==> src/include/gmii_avalon_defs.svh <==
// GMII to Avalon-ST receive path constants
// widths of the GMII word and of the Avalon-ST beat, plus the
// preamble and start-of-frame delimiter patterns seen on the wire

`ifndef GMII_AVALON_DEFS_SVH
`define GMII_AVALON_DEFS_SVH

// one GMII word carries two bytes, bits 15:8 first on the wire
`define GMII_WORD_W 16

// avalon-st beat width and empty count width
`define AVS_DATA_W  64
`define AVS_EMPTY_W 3

// preamble word and delimiter word
`define PREAMBLE_WORD 16'h5555
`define SFD_WORD      16'h55d5

// preamble words needed in a row before the delimiter is accepted
`define PREAMBLE_MIN 3

`endif
==> src/hw/avalon_st_pkg.sv <==
// Avalon-ST side types
// data and empty vectors, the 70 bit beat passed between the
// packer and the merge stage, and the bare end-of-frame marker
// raised when a frame closes exactly on a beat boundary

`default_nettype none

`include "gmii_avalon_defs.svh"

package avalon_st_pkg;

    typedef logic [`AVS_DATA_W-1:0]  avs_data_t;
    typedef logic [`AVS_EMPTY_W-1:0] avs_empty_t;

    typedef struct packed {
        avs_data_t  data;  // first byte in bits 63:56
        logic       sop;
        logic       eop;
        avs_empty_t empty; // unused bytes at the low end
        logic       error;
    } avs_beat_s;

    // frame ended but its last full beat is already gone
    typedef struct packed {
        logic frame_end;
    } avs_marker_s;

endpackage

`default_nettype wire

==> src/hw/gmii_pkg.sv <==
// GMII side types
// word and lane vectors, the word struct handed to the packer
// and the state encoding of the preamble detector

`default_nettype none

`include "gmii_avalon_defs.svh"

package gmii_pkg;

    typedef logic [`GMII_WORD_W-1:0]   gmii_word_t;
    typedef logic [`GMII_WORD_W/8-1:0] gmii_lanes_t; // one bit per byte

    typedef struct packed {
        gmii_word_t  data;
        gmii_lanes_t lanes; // byte enables, bit 1 is the high byte
        logic        err;   // any byte of this word had gmii_error
        logic        last;  // word closes the frame
    } gmii_word_s;

    typedef enum logic [1:0] {
        DET_IDLE,
        DET_PREAMBLE,
        DET_FRAME
    } detect_state_e;

endpackage

`default_nettype wire

==> src/hw/gmii_to_avalon_rx.sv <==
// GMII to Avalon-ST receive path, top level
// preamble detector, word packer and eop merge stage in a chain
// one clock domain, no back-pressure on the output stream

`timescale 1ns/1ns
`default_nettype none

module gmii_to_avalon_rx (
    input  wire logic                  avalon_clk,
    input  wire logic                  reset,
    input  gmii_pkg::gmii_lanes_t      gmii_enable,
    input  gmii_pkg::gmii_word_t       gmii_data,
    input  gmii_pkg::gmii_lanes_t      gmii_error,
    output avalon_st_pkg::avs_data_t   avalon_rx_data,
    output logic                       avalon_rx_valid,
    output logic                       avalon_rx_sop,
    output logic                       avalon_rx_eop,
    output avalon_st_pkg::avs_empty_t  avalon_rx_empty,
    output logic                       avalon_rx_error
);

    import gmii_pkg::*;
    import avalon_st_pkg::*;

    gmii_word_s word;
    logic       word_valid;
    avs_beat_s  beat;
    logic       beat_valid;
    logic       end_marker_valid;

    gmii_preamble_detect i_gmii_preamble_detect (
        .avalon_clk (avalon_clk),
        .reset      (reset),
        .gmii_enable(gmii_enable),
        .gmii_data  (gmii_data),
        .gmii_error (gmii_error),
        .word       (word),
        .word_valid (word_valid)
    );

    gmii_word_packer i_gmii_word_packer (
        .avalon_clk      (avalon_clk),
        .reset           (reset),
        .word            (word),
        .word_valid      (word_valid),
        .beat            (beat),
        .beat_valid      (beat_valid),
        .end_marker_valid(end_marker_valid)
    );

    avalon_eop_merge i_avalon_eop_merge (
        .avalon_clk      (avalon_clk),
        .reset           (reset),
        .beat            (beat),
        .beat_valid      (beat_valid),
        .end_marker_valid(end_marker_valid),
        .avalon_rx_data  (avalon_rx_data),
        .avalon_rx_valid (avalon_rx_valid),
        .avalon_rx_sop   (avalon_rx_sop),
        .avalon_rx_eop   (avalon_rx_eop),
        .avalon_rx_empty (avalon_rx_empty),
        .avalon_rx_error (avalon_rx_error)
    );

endmodule

`default_nettype wire

==> src/hw/avalon_eop_merge.sv <==
// Avalon-ST end-of-packet merge stage
// holds each beat without eop until the next beat or end marker
// shows up, so a frame that ends on a beat boundary can flag eop
// on its last full beat; outputs are registered

`timescale 1ns/1ns
`default_nettype none

module avalon_eop_merge (
    input  wire logic                  avalon_clk,
    input  wire logic                  reset,
    input  avalon_st_pkg::avs_beat_s   beat,
    input  wire logic                  beat_valid,
    input  wire logic                  end_marker_valid,
    output avalon_st_pkg::avs_data_t   avalon_rx_data,
    output logic                       avalon_rx_valid,
    output logic                       avalon_rx_sop,
    output logic                       avalon_rx_eop,
    output avalon_st_pkg::avs_empty_t  avalon_rx_empty,
    output logic                       avalon_rx_error
);

    import avalon_st_pkg::*;

    avs_beat_s  hold_q;
    logic       held_q;
    logic       emit_held;
    logic       emit_direct;
    logic       load_hold;

    logic       out_valid_q;
    logic       out_sop_q;
    logic       out_eop_q;
    avs_data_t  out_data_q;
    avs_empty_t out_empty_q;
    logic       out_error_q;

    // a held eop beat drains on its own, others wait for the next event
    assign emit_held   = held_q && (hold_q.eop || beat_valid || end_marker_valid);
    assign emit_direct = !held_q && beat_valid && beat.eop;
    assign load_hold   = beat_valid && (held_q || !beat.eop);

    always_ff @(posedge avalon_clk or posedge reset) begin
        if (reset) begin
            held_q      <= 1'b0;
            out_valid_q <= 1'b0;
            out_sop_q   <= 1'b0;
            out_eop_q   <= 1'b0;
        end else begin
            if (load_hold)
                held_q <= 1'b1;
            else if (emit_held)
                held_q <= 1'b0;
            out_valid_q <= emit_held || emit_direct;
            out_sop_q   <= emit_held ? hold_q.sop : (emit_direct && beat.sop);
            out_eop_q   <= emit_held ? (hold_q.eop || end_marker_valid) : emit_direct;
        end
    end

    always_ff @(posedge avalon_clk) begin
        if (load_hold)
            hold_q <= beat;
        if (emit_held) begin
            out_data_q  <= hold_q.data;
            out_empty_q <= hold_q.empty;
            out_error_q <= hold_q.error;
        end else if (emit_direct) begin
            out_data_q  <= beat.data;
            out_empty_q <= beat.empty;
            out_error_q <= beat.error;
        end
    end

    assign avalon_rx_data  = out_data_q;
    assign avalon_rx_valid = out_valid_q;
    assign avalon_rx_sop   = out_sop_q;
    assign avalon_rx_eop   = out_eop_q;
    assign avalon_rx_empty = out_empty_q;
    assign avalon_rx_error = out_error_q;

endmodule

`default_nettype wire

==> src/hw/gmii_word_packer.sv <==
// GMII word to Avalon-ST beat packer
// places four 16 bit words into a 64 bit beat, first word in
// bits 63:48, and works out sop, eop, empty and error per beat
// a frame ending on a beat boundary with an empty last word
// gives an end marker strobe instead of a beat

`timescale 1ns/1ns
`default_nettype none

`include "gmii_avalon_defs.svh"

module gmii_word_packer (
    input  wire logic                  avalon_clk,
    input  wire logic                  reset,
    input  gmii_pkg::gmii_word_s       word,
    input  wire logic                  word_valid,
    output avalon_st_pkg::avs_beat_s   beat,
    output logic                       beat_valid,
    output logic                       end_marker_valid
);

    import gmii_pkg::*;
    import avalon_st_pkg::*;

    localparam int SLOTS = `AVS_DATA_W / `GMII_WORD_W;

    logic [1:0]  cnt_q;         // next free slot
    logic        sop_pending_q;
    logic        err_acc_q;
    avs_data_t   acc_q;
    avs_beat_s   beat_q;
    logic        beat_valid_q;
    avs_marker_s marker_q;

    gmii_word_t  slot_data;
    logic [1:0]  slot_bytes;
    logic [3:0]  beat_bytes;
    avs_data_t   next_acc;
    logic        err_now;
    logic        full;
    logic        emit_beat;
    logic        emit_marker;

    // unused low byte is forced to zero
    always_comb begin
        case (word.lanes)
            2'b11: begin
                slot_data  = word.data;
                slot_bytes = 2'd2;
            end
            2'b10: begin
                slot_data  = {word.data[15:8], 8'h00};
                slot_bytes = 2'd1;
            end
            default: begin
                slot_data  = '0;
                slot_bytes = 2'd0;
            end
        endcase
    end

    // slot 0 starts from zero so the tail of a short beat stays clear
    always_comb begin
        if (cnt_q == 2'd0)
            next_acc = '0;
        else
            next_acc = acc_q;
        next_acc[`AVS_DATA_W-1 - cnt_q*`GMII_WORD_W -: `GMII_WORD_W] = slot_data;
    end

    assign full        = (cnt_q == 2'(SLOTS - 1));
    assign beat_bytes  = {1'b0, cnt_q, 1'b0} + {2'b00, slot_bytes};
    assign err_now     = err_acc_q | word.err;
    assign emit_marker = word_valid && word.last && (cnt_q == 2'd0) &&
                         (slot_bytes == 2'd0);
    assign emit_beat   = word_valid && (full || word.last) && !emit_marker;

    always_ff @(posedge avalon_clk or posedge reset) begin
        if (reset) begin
            cnt_q              <= '0;
            sop_pending_q      <= 1'b1;
            err_acc_q          <= 1'b0;
            beat_valid_q       <= 1'b0;
            marker_q.frame_end <= 1'b0;
        end else begin
            beat_valid_q       <= emit_beat;
            marker_q.frame_end <= emit_marker;
            if (word_valid) begin
                if (word.last || full) begin
                    cnt_q     <= '0;
                    err_acc_q <= 1'b0;
                end else begin
                    cnt_q     <= cnt_q + 1'b1;
                    err_acc_q <= err_now;
                end
                if (emit_beat || emit_marker)
                    sop_pending_q <= word.last; // next frame starts fresh
            end
        end
    end

    always_ff @(posedge avalon_clk) begin
        if (word_valid)
            acc_q <= next_acc;
        if (emit_beat) begin
            beat_q.data  <= next_acc;
            beat_q.sop   <= sop_pending_q;
            beat_q.eop   <= word.last;
            beat_q.empty <= avs_empty_t'(4'd8 - beat_bytes); // 8 bytes wraps to 0
            beat_q.error <= err_now;
        end
    end

    assign beat             = beat_q;
    assign beat_valid       = beat_valid_q;
    assign end_marker_valid = marker_q.frame_end;

endmodule

`default_nettype wire

==> src/hw/gmii_preamble_detect.sv <==
// GMII preamble and delimiter detector
// waits for at least three 5555 words followed by 55d5, then
// forwards each word of the frame as a strobed word struct
// frame ends on enable 10 (one byte) or enable 00 (no bytes)

`timescale 1ns/1ns
`default_nettype none

`include "gmii_avalon_defs.svh"

module gmii_preamble_detect (
    input  wire logic               avalon_clk,
    input  wire logic               reset,
    input  gmii_pkg::gmii_lanes_t   gmii_enable,
    input  gmii_pkg::gmii_word_t    gmii_data,
    input  gmii_pkg::gmii_lanes_t   gmii_error,
    output gmii_pkg::gmii_word_s    word,
    output logic                    word_valid
);

    import gmii_pkg::*;

    localparam int CNT_W = $clog2(`PREAMBLE_MIN + 1);

    detect_state_e state_q;
    logic [CNT_W-1:0] pre_cnt_q;
    gmii_word_s    word_q;
    logic          word_valid_q;
    logic          is_preamble;
    logic          is_sfd;
    logic          pre_done;
    gmii_lanes_t   lanes_in;

    // clean preamble word, both lanes and no error
    assign is_preamble = (gmii_enable == 2'b11) && (gmii_error == 2'b00) &&
                         (gmii_data == `PREAMBLE_WORD);
    assign is_sfd      = (gmii_enable == 2'b11) && (gmii_data == `SFD_WORD);
    assign pre_done    = (pre_cnt_q == CNT_W'(`PREAMBLE_MIN));

    // enable 01 is not a legal ending, treat it as no bytes
    assign lanes_in = (gmii_enable == 2'b01) ? 2'b00 : gmii_enable;

    always_ff @(posedge avalon_clk or posedge reset) begin
        if (reset) begin
            state_q      <= DET_IDLE;
            pre_cnt_q    <= '0;
            word_valid_q <= 1'b0;
        end else begin
            word_valid_q <= 1'b0;
            case (state_q)
                DET_IDLE: begin
                    if (is_preamble) begin
                        state_q   <= DET_PREAMBLE;
                        pre_cnt_q <= CNT_W'(1);
                    end
                end
                DET_PREAMBLE: begin
                    if (is_preamble) begin
                        if (!pre_done)
                            pre_cnt_q <= pre_cnt_q + 1'b1; // saturates at the minimum
                    end else if (is_sfd && pre_done) begin
                        state_q <= DET_FRAME;
                    end else begin
                        state_q   <= DET_IDLE;
                        pre_cnt_q <= '0;
                    end
                end
                DET_FRAME: begin
                    word_valid_q <= 1'b1;
                    if (gmii_enable != 2'b11) begin
                        state_q   <= DET_IDLE; // this word closes the frame
                        pre_cnt_q <= '0;
                    end
                end
                default: begin
                    state_q   <= DET_IDLE;
                    pre_cnt_q <= '0;
                end
            endcase
        end
    end

    // word payload is loaded every cycle, the strobe says when it counts
    always_ff @(posedge avalon_clk) begin
        word_q.data  <= gmii_data;
        word_q.lanes <= lanes_in;
        word_q.err   <= |gmii_error;
        word_q.last  <= (gmii_enable != 2'b11);
    end

    assign word       = word_q;
    assign word_valid = word_valid_q;

endmodule

`default_nettype wire

==> config.mk <==
export PLATFORM = sky130hd
export DESIGN_NAME = gmii_to_avalon_rx
export DESIGN_NICKNAME = d
export VERILOG_FILES = /design/src/hw/avalon_st_pkg.sv /design/src/hw/gmii_pkg.sv /design/src/hw/gmii_to_avalon_rx.sv /design/src/hw/avalon_eop_merge.sv /design/src/hw/gmii_word_packer.sv /design/src/hw/gmii_preamble_detect.sv
export VERILOG_INCLUDE_DIRS = /design/src /design/src/include
export SDC_FILE = /design/constraint.sdc
export NUM_CORES = 1
export LEC_CHECK = 0
export ABC_CLOCK_PERIOD_IN_PS = 8700
export BUFFER_PORTS_ARGS = -buffer_cell sky130_fd_sc_hd__clkbuf_2
export CAP_MARGIN = 20
export CORE_MARGIN = 2
export CORE_UTILIZATION = 55
export CTS_BUF_LIST = sky130_fd_sc_hd__clkbuf_4 sky130_fd_sc_hd__clkbuf_8
export CTS_CLUSTER_SIZE = 16
export DETAILED_ROUTE_END_ITERATION = 10
export GPL_TIMING_DRIVEN = 0
export HOLD_SLACK_MARGIN = 0.15
export PLACE_DENSITY = 0.74
export SLEW_MARGIN = 20
export SYNTH_ARGS = -nofsm -noshare
export SYNTH_HDL_FRONTEND = slang
export SYNTH_SLANG_ARGS = --single-unit
==> constraint.sdc <==
create_clock -name avalon_clk -period 8.7 [get_ports avalon_clk]
set_input_delay 1.74 -clock avalon_clk [delete_from_list [all_inputs] [get_ports avalon_clk]]
set_output_delay 1.74 -clock avalon_clk [all_outputs]
set_load 0.05 [all_outputs]
==> PnR_summary.wiki, run 1 <==
{| class="wikitable"
! Metric !! Value
|-
| DIE HEIGHT || 146 µm
|-
| Number of hold buffers added after CTS || 0
|-
| Clock tree from TritonCTS || done
|-
| First-pass iteration count of the detailed router || 5
|-
| Final TNS setup || 0 ns
|-
| Post-route DRC || 0
|-
| Crit Path Category || reg2out
|-
| Total die area || roughly 21000 µm²
|-
| Count of flip-flops with a built-in enable after synthesis || around 270
|-
| Max capacitance violation total || 0
|-
| Met1 Resource Use GR || about a quarter
|-
| Critical path cell sequence || clkbuf_2
|-
| Count of cells resized by post-cts repair || 0
|-
| Worst path depth || 1
|-
| Cell class contributing the biggest share of worst-path delay || flip-flops
|-
| Fraction of post-synthesis cell area in the top cell type by area || 73.3%
|-
| Average cell area after synthesis || about 19 µm²
|-
| Via count of the first global-routing pass || between 5000 and 6000
|-
| Peak ir drop on the vdd network || between 90 and 100 µV
|-
| Pin count of the biggest net entering global routing || between 60 and 70
|-
| Met2 Usage GRT || between 30% and 40%
|-
| Worst-skew pair later-pin latency || 0.55 ns
|-
| Area of the multi-input gates || between 1500 and 2000 µm²
|-
| Leakage || just over 4 nW
|-
| Fraction of registers with async set or reset after synthesis || 4.89%
|-
| Slew Limit Headroom || a little over half
|-
| Critical register-to-register path startpoint || i_gmii_word_packer.cnt_q[0]
|-
| Critical path destination || avalon_rx_data[36]
|-
| Power density over the cells || approximately 210 nW/µm²
|-
| Post-place setup slack || 5.33 ns
|-
| GR Util All Layers || roughly a fifth
|-
| Slack of the worst reg-to-reg path || roughly 6.1 ns
|-
| Number of sinks driven by the clock tree || between 300 and 400
|-
| Shortest period the worst path allows || about 2.9 ns
|-
| Net count after synthesis || 606
|-
| CP Data Arrival Time || around 1.2 ns
|-
| Wire length per cell || 19.5 µm
|-
| RSZ-0062 raised after global routing || false
|-
| Share of synthesized cell area in and, or, nand and nor gates || roughly 3%
|-
| Outcome || finished, final reports clean
|-
| Number of buffer and inverter instances along the worst setup path || 1
|-
| FF+latch area || between 8000 and 9000 µm²
|-
| Deepest level of the CTS H-tree || 2
|-
| Post-Route Hold Slack || about 0.45 ns
|-
| Post-synthesis adder-cell area fraction || 0.786%
|-
| Sequential fraction of the synthesis area || around four fifths
|-
| Total of flip-flops plus latches after synthesis || between 300 and 400
|-
| Clk slew on worst S/H paths || approximately 0.070 ns
|-
| Detailed-route via count || 5729
|-
| Violation count after the first detailed-routing iteration || roughly 500
|-
| Total gr overflow || 0
|-
| Critical path peak fanout || 1
|-
| Via-per-instance ratio || 5.58
|-
| Xor and xnor area share after synthesis || 0.157%
|-
| Leading post-synthesis cells by instance count || edfxtp_1 (272), mux2_2 (60), a32o_1 (48)
|-
| Layout Nets || between 700 and 800
|-
| Worst hold start || i_gmii_word_packer.beat[50]
|-
| Multiplexer area fraction after synthesis || a little over 7%
|-
| Number of placement rows || 52
|-
| Complex-gate fraction of the synthesized area || under 10%
|-
| Top-count cell post-synth || edfxtp_1
|-
| Highest attainable clock frequency || 0.342 GHz
|-
| Cell count after synthesis || between 500 and 600
|-
| Wire length of the first global-routing pass || 31.7 mm
|-
| Total power consumption of the routed design || 2.76 mW
|-
| Placed wire-length estimate || roughly 13 mm
|-
| Filler instances || between 1000 and 1500
|-
| Routability Congestion || just over 0.8
|-
| RR Endpoint || i_gmii_word_packer.beat[50]
|-
| Kind of launch point of the worst setup path || register
|-
| Class of the worst hold path || reg2reg
|-
| Total of warnings raised by yosys || 0
|-
| Layer with the highest usage after global routing || met2
|-
| Number of antenna violations at the first check in global routing || 0
|-
| Top-level port count || slightly above 90
|-
| Root Buffer || clkbuf_8
|-
| Buffers from clock root to sink, at most || 3
|-
| Synth unique cells || between 40 and 50
|-
| Initial standard-cell utilization of the core || between 50% and 60%
|-
| Core Footprint || approximately 20000 µm²
|-
| Data required time of the worst path || slightly below 7 ns
|-
| Port-buffer cells || between 90 and 100
|-
| Die width || about 150 µm
|-
| Number of clock buffers inserted by TritonCTS || 45
|-
| Buffer count from post-CTS setup fixing || 0
|-
| Least setup slack across all paths after layout || around 5.8 ns
|-
| Share of the clock period used by the worst path || 33.6%
|-
| # diodes || 0
|-
| Worst slew pin tran || 0.708 ns
|-
| Dominant synthesized flop cell || edfxtp_1
|-
| Biggest area contributors in the synthesized netlist || edfxtp_1 (73%), mux2_2 (6.1%), a32o_1 (4.3%)
|-
| Post-synthesis cell type with the largest combined area || edfxtp_1
|-
| Worst setup path startpoint || i_avalon_eop_merge.avalon_rx_data[36]
|-
| Final Routed Wirelength || between 20 and 25 mm
|-
| Clock skew || between 0.02 and 0.025 ns
|-
| Relative area change from synthesis to final layout || 17.1%
|-
| Reg2reg path depth || 7
|-
| Dominant combinational cell family by area after synthesis || multiplexers
|-
| Crit path max-delay cell type || edfxtp_1
|-
| Largest stage delay on the critical path || roughly 0.38 ns
|-
| Met3 demand-to-capacity share in global routing || approximately 3.9%
|-
| Count of endpoints failing setup in the final report || 0
|-
| Max-slew violation count || 0
|-
| Combined area of all synthesized cells || 11100 µm²
|-
| Number of hold violations in the final report || 0
|-
| Critical path capture point type || primary output
|-
| Remaining antenna violation count after routing || 0
|-
| Fraction of final layout cells with drive strength greater than 1 || between 30% and 40%
|}
## metal layers
layer / up-vias / wire [µm]
met3: 39 / 1320
li1: 2593 / -
met1: 2862 / 8480
met5: - / 0
met4: 0 / 438
met2: 235 / 9810
## layout make-up
cell class	count	share of cell area, %
buffer	29	1.34
clock buffer	67	6.30
inverter	26	0.748
multi-input combinational	215	15.0
timing repair buffer	99	4.83
tap	270	2.59
sequential	307	68.6
clock inverter	13	0.633
## registers in the layout, indices dropped and copies added, names as in the netlist, 2 cells and up
name,count
i_avalon_eop_merge.hold_q,70
i_gmii_preamble_detect.word,20
i_gmii_word_packer.beat,70
i_avalon_eop_merge.avalon_rx_empty,3
i_gmii_word_packer.acc_q,64
i_gmii_preamble_detect.state_q,2
i_gmii_word_packer.cnt_q,2
i_avalon_eop_merge.avalon_rx_data,64
i_gmii_preamble_detect.pre_cnt_q,2
## kinds of logic after synthesis
group,Yosys count
simple gates,58
xor+xnor,2
mux,68
compound gates,80
fa+ha+maj,7
flops,307
buf+inv,55
## metrics by stage
stage / cells / cell area (µm²) / utilization (%)
after floorplan: 577 / 11100 / -
after global placement: 939 / 11900 / 59.6
after detailed placement: 946 / 12100 / 60.6
after CTS: 1026 / 13100 / 65.1
after global routing: 1026 / 13100 / 65.1
final: 1026 / 13100 / 65.1
## power breakdown
part	switching [mW]	total (mW)	internal [mW]	leakage [nW]
clock	0.510	1.14	0.632	0.479
combinational	0.0160	0.0248	0.00881	1.27
sequential	0.00761	1.60	1.59	2.29
## layout by cell type, fill, tap and decap left out, types with 16 or more instances in the layout
| cell | netlist | layout |
|---|---|---|
| mux2_2 | 60 | 60 |
| dfxtp_1 | 20 | 20 |
| clkbuf_2 | 1 | 93 |
| edfxtp_1 | 272 | 272 |
| inv_1 | 26 | 26 |
| clkbuf_4 | 0 | 16 |
| o22ai_1 | 18 | 18 |
| nand2_1 | 26 | 25 |
| clkbuf_8 | 0 | 51 |
| a32o_1 | 48 | 48 |
## how the worst min path moves through the flow
stage / to / depth (start not counted)
after floorplan: i_avalon_eop_merge.hold_q[0] / 0
after global placement: i_avalon_eop_merge.hold_q[31] / 0
after detailed placement: i_avalon_eop_merge.hold_q[38] / 0
after CTS: i_avalon_eop_merge.hold_q[58] / 0
after global routing: i_avalon_eop_merge.hold_q[58] / 0
final: i_avalon_eop_merge.hold_q[50] / 0
No activity file was read; power rests on OpenSTA's default activity.
==> inputs of run 2 (changes only) <==
- ABC_AREA: default -> 1
- ABC_CLOCK_PERIOD_IN_PS: 8700 -> 3000
- clock period: 8.7 -> 3 ns (I/O delays scaled with it)
==> run 2 against run 1 <==
Sequential power grew to 2.9 times the previous value. Die area up 1.6%. Area after synthesis grew 1.6%. Final area is 2.0% higher. Non-clock buffer count up 8. Critical path depth increased by 8. Sequential share of layout area decreased by 1.3 points. Register-to-register slack worse by 5.5 ns. Global-route usage rose by 1.1 points.
==> PnR_summary.wiki, run 2 <==
{| class="wikitable"
! Metric !! Value
|-
| Outcome || finished, final reports clean
|-
| Share of synthesized cell area in and, or, nand and nor gates || 12.8% (+9.8 points)
|-
| Xor and xnor area share after synthesis || 0.155% (-0.0025 points)
|-
| Portion of total power attributed to sequential cells || 57.4% (-0.4 points)
|-
| Count of cells resized by post-cts repair || 0 (unchanged)
|-
| Port-buffer cells || 92 (unchanged)
|-
| Wire length per cell || 16.5 µm (-16%)
|-
| Top-level port count || 93 (unchanged)
|-
| Average cell area after synthesis || 13.4 µm² (-31%)
|-
| Crit Path Category || reg2reg
|-
| Critical register-to-register path startpoint || i_gmii_word_packer.cnt_q[0]
|-
| Worst hold start || gmii_data[3]
|-
| Routability Congestion || 0.866 (+5.1%)
|-
| Dominant synthesized flop cell || edfxtp_1
|-
| Multiplexer area fraction after synthesis || 0% (-7.1 points)
|-
| Leakage || 4.54 nW (+12%)
|-
| Biggest area contributors in the synthesized netlist || edfxtp_1 (72%), nand2_1 (9.4%), dfxtp_1 (3.5%)
|-
| GR Util All Layers || 19.9% (+1.1 points)
|-
| Share of the clock period used by the worst path || between 80% and 90%
|-
| Dominant combinational cell family by area after synthesis || simple AND/OR/NAND/NOR gates
|-
| Buffer count from post-CTS setup fixing || 0 (unchanged)
|-
| Kind of launch point of the worst setup path || register
|-
| Number of antenna violations at the first check in global routing || 1 (+1)
|-
| Data required time of the worst path || 3.24 ns (-3.72 ns)
|-
| Count of flip-flops with a built-in enable after synthesis || 272 (unchanged)
|-
| Hold path endpoint || i_gmii_preamble_detect.word[7]
|-
| Slack of the worst reg-to-reg path || 0.55 ns (-5.50 ns)
|-
| Critical path peak fanout || 18 (+17)
|-
| Filler instances || 1436 (+3.8%)
|-
| Post-route DRC || 0 (unchanged)
|-
| Top-count cell post-synth || nand2_1
|-
| Share of power burned in combinational logic || 1.0% (about the same)
|-
| RR Endpoint || i_gmii_word_packer.beat[44]
|-
| Number of placement rows || 52 (unchanged)
|-
| Class of the worst hold path || in2reg
|-
| Layout Nets || 1022 (+36%)
|-
| Slew Limit Headroom || 38.5% (-14 points)
|-
| Critical path cell sequence || buf_6 > clkinv_8 > buf_8 > ha_4 > inv_4 > nor3_2 > nor3_4 > buf_8 > buf_8
|-
| Number of sinks driven by the clock tree || 307 (unchanged)
|-
| Deepest level of the CTS H-tree || 2 (unchanged)
|-
| Initial standard-cell utilization of the core || 56.0% (+0.35 points)
|-
| Die width || 148 µm (+0.78%)
|-
| Total of flip-flops plus latches after synthesis || 307 (unchanged)
|-
| Violation count after the first detailed-routing iteration || 590 (+17%)
|-
| Number of hold violations in the final report || 0 (unchanged)
|-
| Fraction of final layout cells with drive strength greater than 1 || 21.3% (-14 points)
|-
| DIE HEIGHT || 148 µm (+0.78%)
|-
| Number of clock buffers inserted by TritonCTS || 46 (+2.2%)
|-
| Most used cells in the layout excluding fill and tap cells || nand2_1 (282), edfxtp_1 (272), clkbuf_2 (92)
|-
| Max capacitance violation total || 0 (unchanged)
|-
| Clk slew on worst S/H paths || 0.06 ns (about the same)
|-
| Core Footprint || 20200 µm² (+0.97%)
|-
| Max-slew violation count || 0 (unchanged)
|-
| Most common cell after layout, fill and taps aside || nand2_1
|-
| Crit path max-delay cell type || nor3_4
|-
| Via count of the first global-routing pass || 6411 (+7.6%)
|-
| Total gr overflow || 0 (unchanged)
|-
| Critical path capture point type || register
|-
| Pin count of the biggest net entering global routing || 72 (+13%)
|-
| Peak ir drop on the vdd network || 345 µV (+260%)
|-
| RSZ-0062 raised after global routing || false
|-
| Relative area change from synthesis to final layout || 17.5%
|-
| Count of endpoints failing setup in the final report || 0 (unchanged)
|-
| Worst-skew pair later-pin latency || 0.55 ns (about the same)
|-
| Post-Route Hold Slack || 0.189 ns (-0.256 ns)
|-
| Net Sw Frac || 19.3% (-0.064 points)
|-
| Largest stage delay on the critical path || 0.52 ns (+0.14 ns)
|-
| Combined area of all synthesized cells || 11300 µm² (+1.6%)
|-
| Buffers from clock root to sink, at most || 3 (unchanged)
|-
| Leading post-synthesis cells by instance count || nand2_1 (283), edfxtp_1 (272), inv_1 (51)
|-
| Cell count of the worst hold path || 1 (+1)
|-
| Post-synthesis adder-cell area fraction || 0.773% (-0.012 points)
|-
| Clock skew || 0.0105 ns (-0.0103 ns)
|-
| Synth unique cells || 32 (-22%)
|-
| Complex-gate fraction of the synthesized area || 4.09% (-2.2 points)
|-
| Net switching power of the design || 1.55 mW (+190%)
|-
| Clock network fraction of total power || 41.6% (+0.3 points)
|-
| Root Buffer || clkbuf_8
|-
| First-pass iteration count of the detailed router || 5 (unchanged)
|-
| Post-synthesis cell type with the largest combined area || edfxtp_1
|-
| Fraction of registers with async set or reset after synthesis || 4.89% (unchanged)
|-
| Clock tree from TritonCTS || done
|-
| Placed wire-length estimate || 14.7 mm (+11%)
|-
| Shortest period the worst path allows || approximately 2.5 ns
|-
| Final TNS setup || 0 ns (unchanged)
|-
| Sequential fraction of the synthesis area || 79.0% (-1.3 points)
|-
| Remaining antenna violation count after routing || 0 (unchanged)
|-
| Cell count after synthesis || 844 (+46%)
|-
| Area of the multi-input gates || 2060 µm² (+5.4%)
|-
| Worst slew pin tran || 0.923 ns (+0.215 ns)
|-
| Net count after synthesis || 873 (+44%)
|-
| Fraction of post-synthesis cell area in the top cell type by area || 72.1% (-1.2 points)
|-
| Wire length of the first global-routing pass || 33.5 mm (+5.7%)
|-
| Total die area || 21800 µm² (+1.6%)
|-
| Reg2reg path depth || 9 (+2)
|-
| Via-per-instance ratio || 5.17 (-7.4%)
|-
| Most frequent cell on the critical path || buf_8
|-
| CP Data Arrival Time || 2.70 ns (+1.52 ns)
|-
| Total of warnings raised by yosys || 0 (unchanged)
|-
| Power density over the cells || 605 nW/µm² (+190%)
|-
| FF+latch area || 8950 µm² (unchanged)
|-
| Internal power summed over all cells || 6.50 mW (+190%)
|-
| Highest attainable clock frequency || between 0.4 and 0.5 GHz
|-
| Final Routed Wirelength || 21.4 mm (+6.8%)
|-
| Number of hold buffers added after CTS || 1 (+1)
|-
| Detailed-route via count || 6723 (+17%)
|}
-- run 2: cell count changes after synthesis, sizes merged, moves of 3 or more --
cell	previous run	this run
a32o	48	0
o21ai	2	21
nand3	3	38
inv	26	54
nand2	26	284
and3	3	0
clkbuf	12	19
nor2	9	27
or2	2	5
o22ai	18	48
mux2	68	0
nand4	0	5
-- run 2: cell families (layout without fill, tap and decap cells) --
family                   after synthesis  count (layout)
adder cells (fa/ha/maj)                7               7
AND/OR/NAND/NOR                      361             361
flip-flops                           307             307
other                                  0               1
AO/OA/AOI/OAI                         76              76
XOR/XNOR                               2               2
buffers and inverters                 91             276
-- run 2: metal layers --
metal  vias up  wire [µm]  part of all wire [%]  track usage [%]
li1       3253          -                     -                -
met1      3153       8880                    41             27.0
met2       266      10400                    49             31.9
met3        51       1440                   6.7             4.10
met4         0        666                   3.1             8.41
met5         -          0                     0                0
-- run 2: cell type report --
class	count	area share, %
antenna	1	0.0188
buffer	35	1.31
clock buffer	77	6.69
clock inverter	7	0.254
inverter	56	1.71
multi-input combinational	446	15.5
sequential	307	67.2
tap	270	2.54
timing repair buffer	101	4.73
-- run 2: how the worst max path moves through the flow --
stage,end,cells after the start,startpoint
floorplan,i_gmii_word_packer.beat[0],7,i_gmii_word_packer.cnt_q[0]
detailed placement,i_gmii_word_packer.beat[37],4,i_gmii_preamble_detect.word_valid
finish,i_gmii_word_packer.beat[44],9,i_gmii_word_packer.cnt_q[0]
CTS,i_avalon_eop_merge.avalon_rx_data[17],7,i_gmii_word_packer.beat_valid
global route,i_gmii_word_packer.beat[23],4,i_gmii_preamble_detect.word_valid
global placement,i_avalon_eop_merge.avalon_rx_data[29],6,i_gmii_word_packer.beat_valid
-- run 2: worst max-delay path: cells and delay by family, from the launching register on --
kind / cells / cell delay (ns)
flip-flops: 1 / 0.42
AND/OR/NAND/NOR: 2 / 0.58
buffers and inverters: 6 / 0.96
adder cells (fa/ha/maj): 1 / 0.18
-- run 2: metrics by stage --
step	total power, mW	instance area, µm²	std cells	setup WS (ns)	util, %
floorplan	4.74	11400	844	-0.119	-
global placement	4.78	12200	1206	-1.04	60.3
detailed placement	4.78	12400	1214	0.520	61.1
CTS	8.10	13300	1299	0.506	65.8
global route	8.31	13300	1300	0.351	65.8
finish	8.05	13300	1300	0.545	65.8
-- run 2: power by group through the flow --
stage,Clock (mW),Combinational (mW),Sequential (mW)
6_report,3.35,0.0803,4.62
5_1_grt,3.60,0.0886,4.61
4_1_cts,3.41,0.0793,4.62
3_5_place_dp,0,0.0780,4.70
3_3_place_gp,0,0.0769,4.70
2_1_floorplan,0,0.0403,4.70
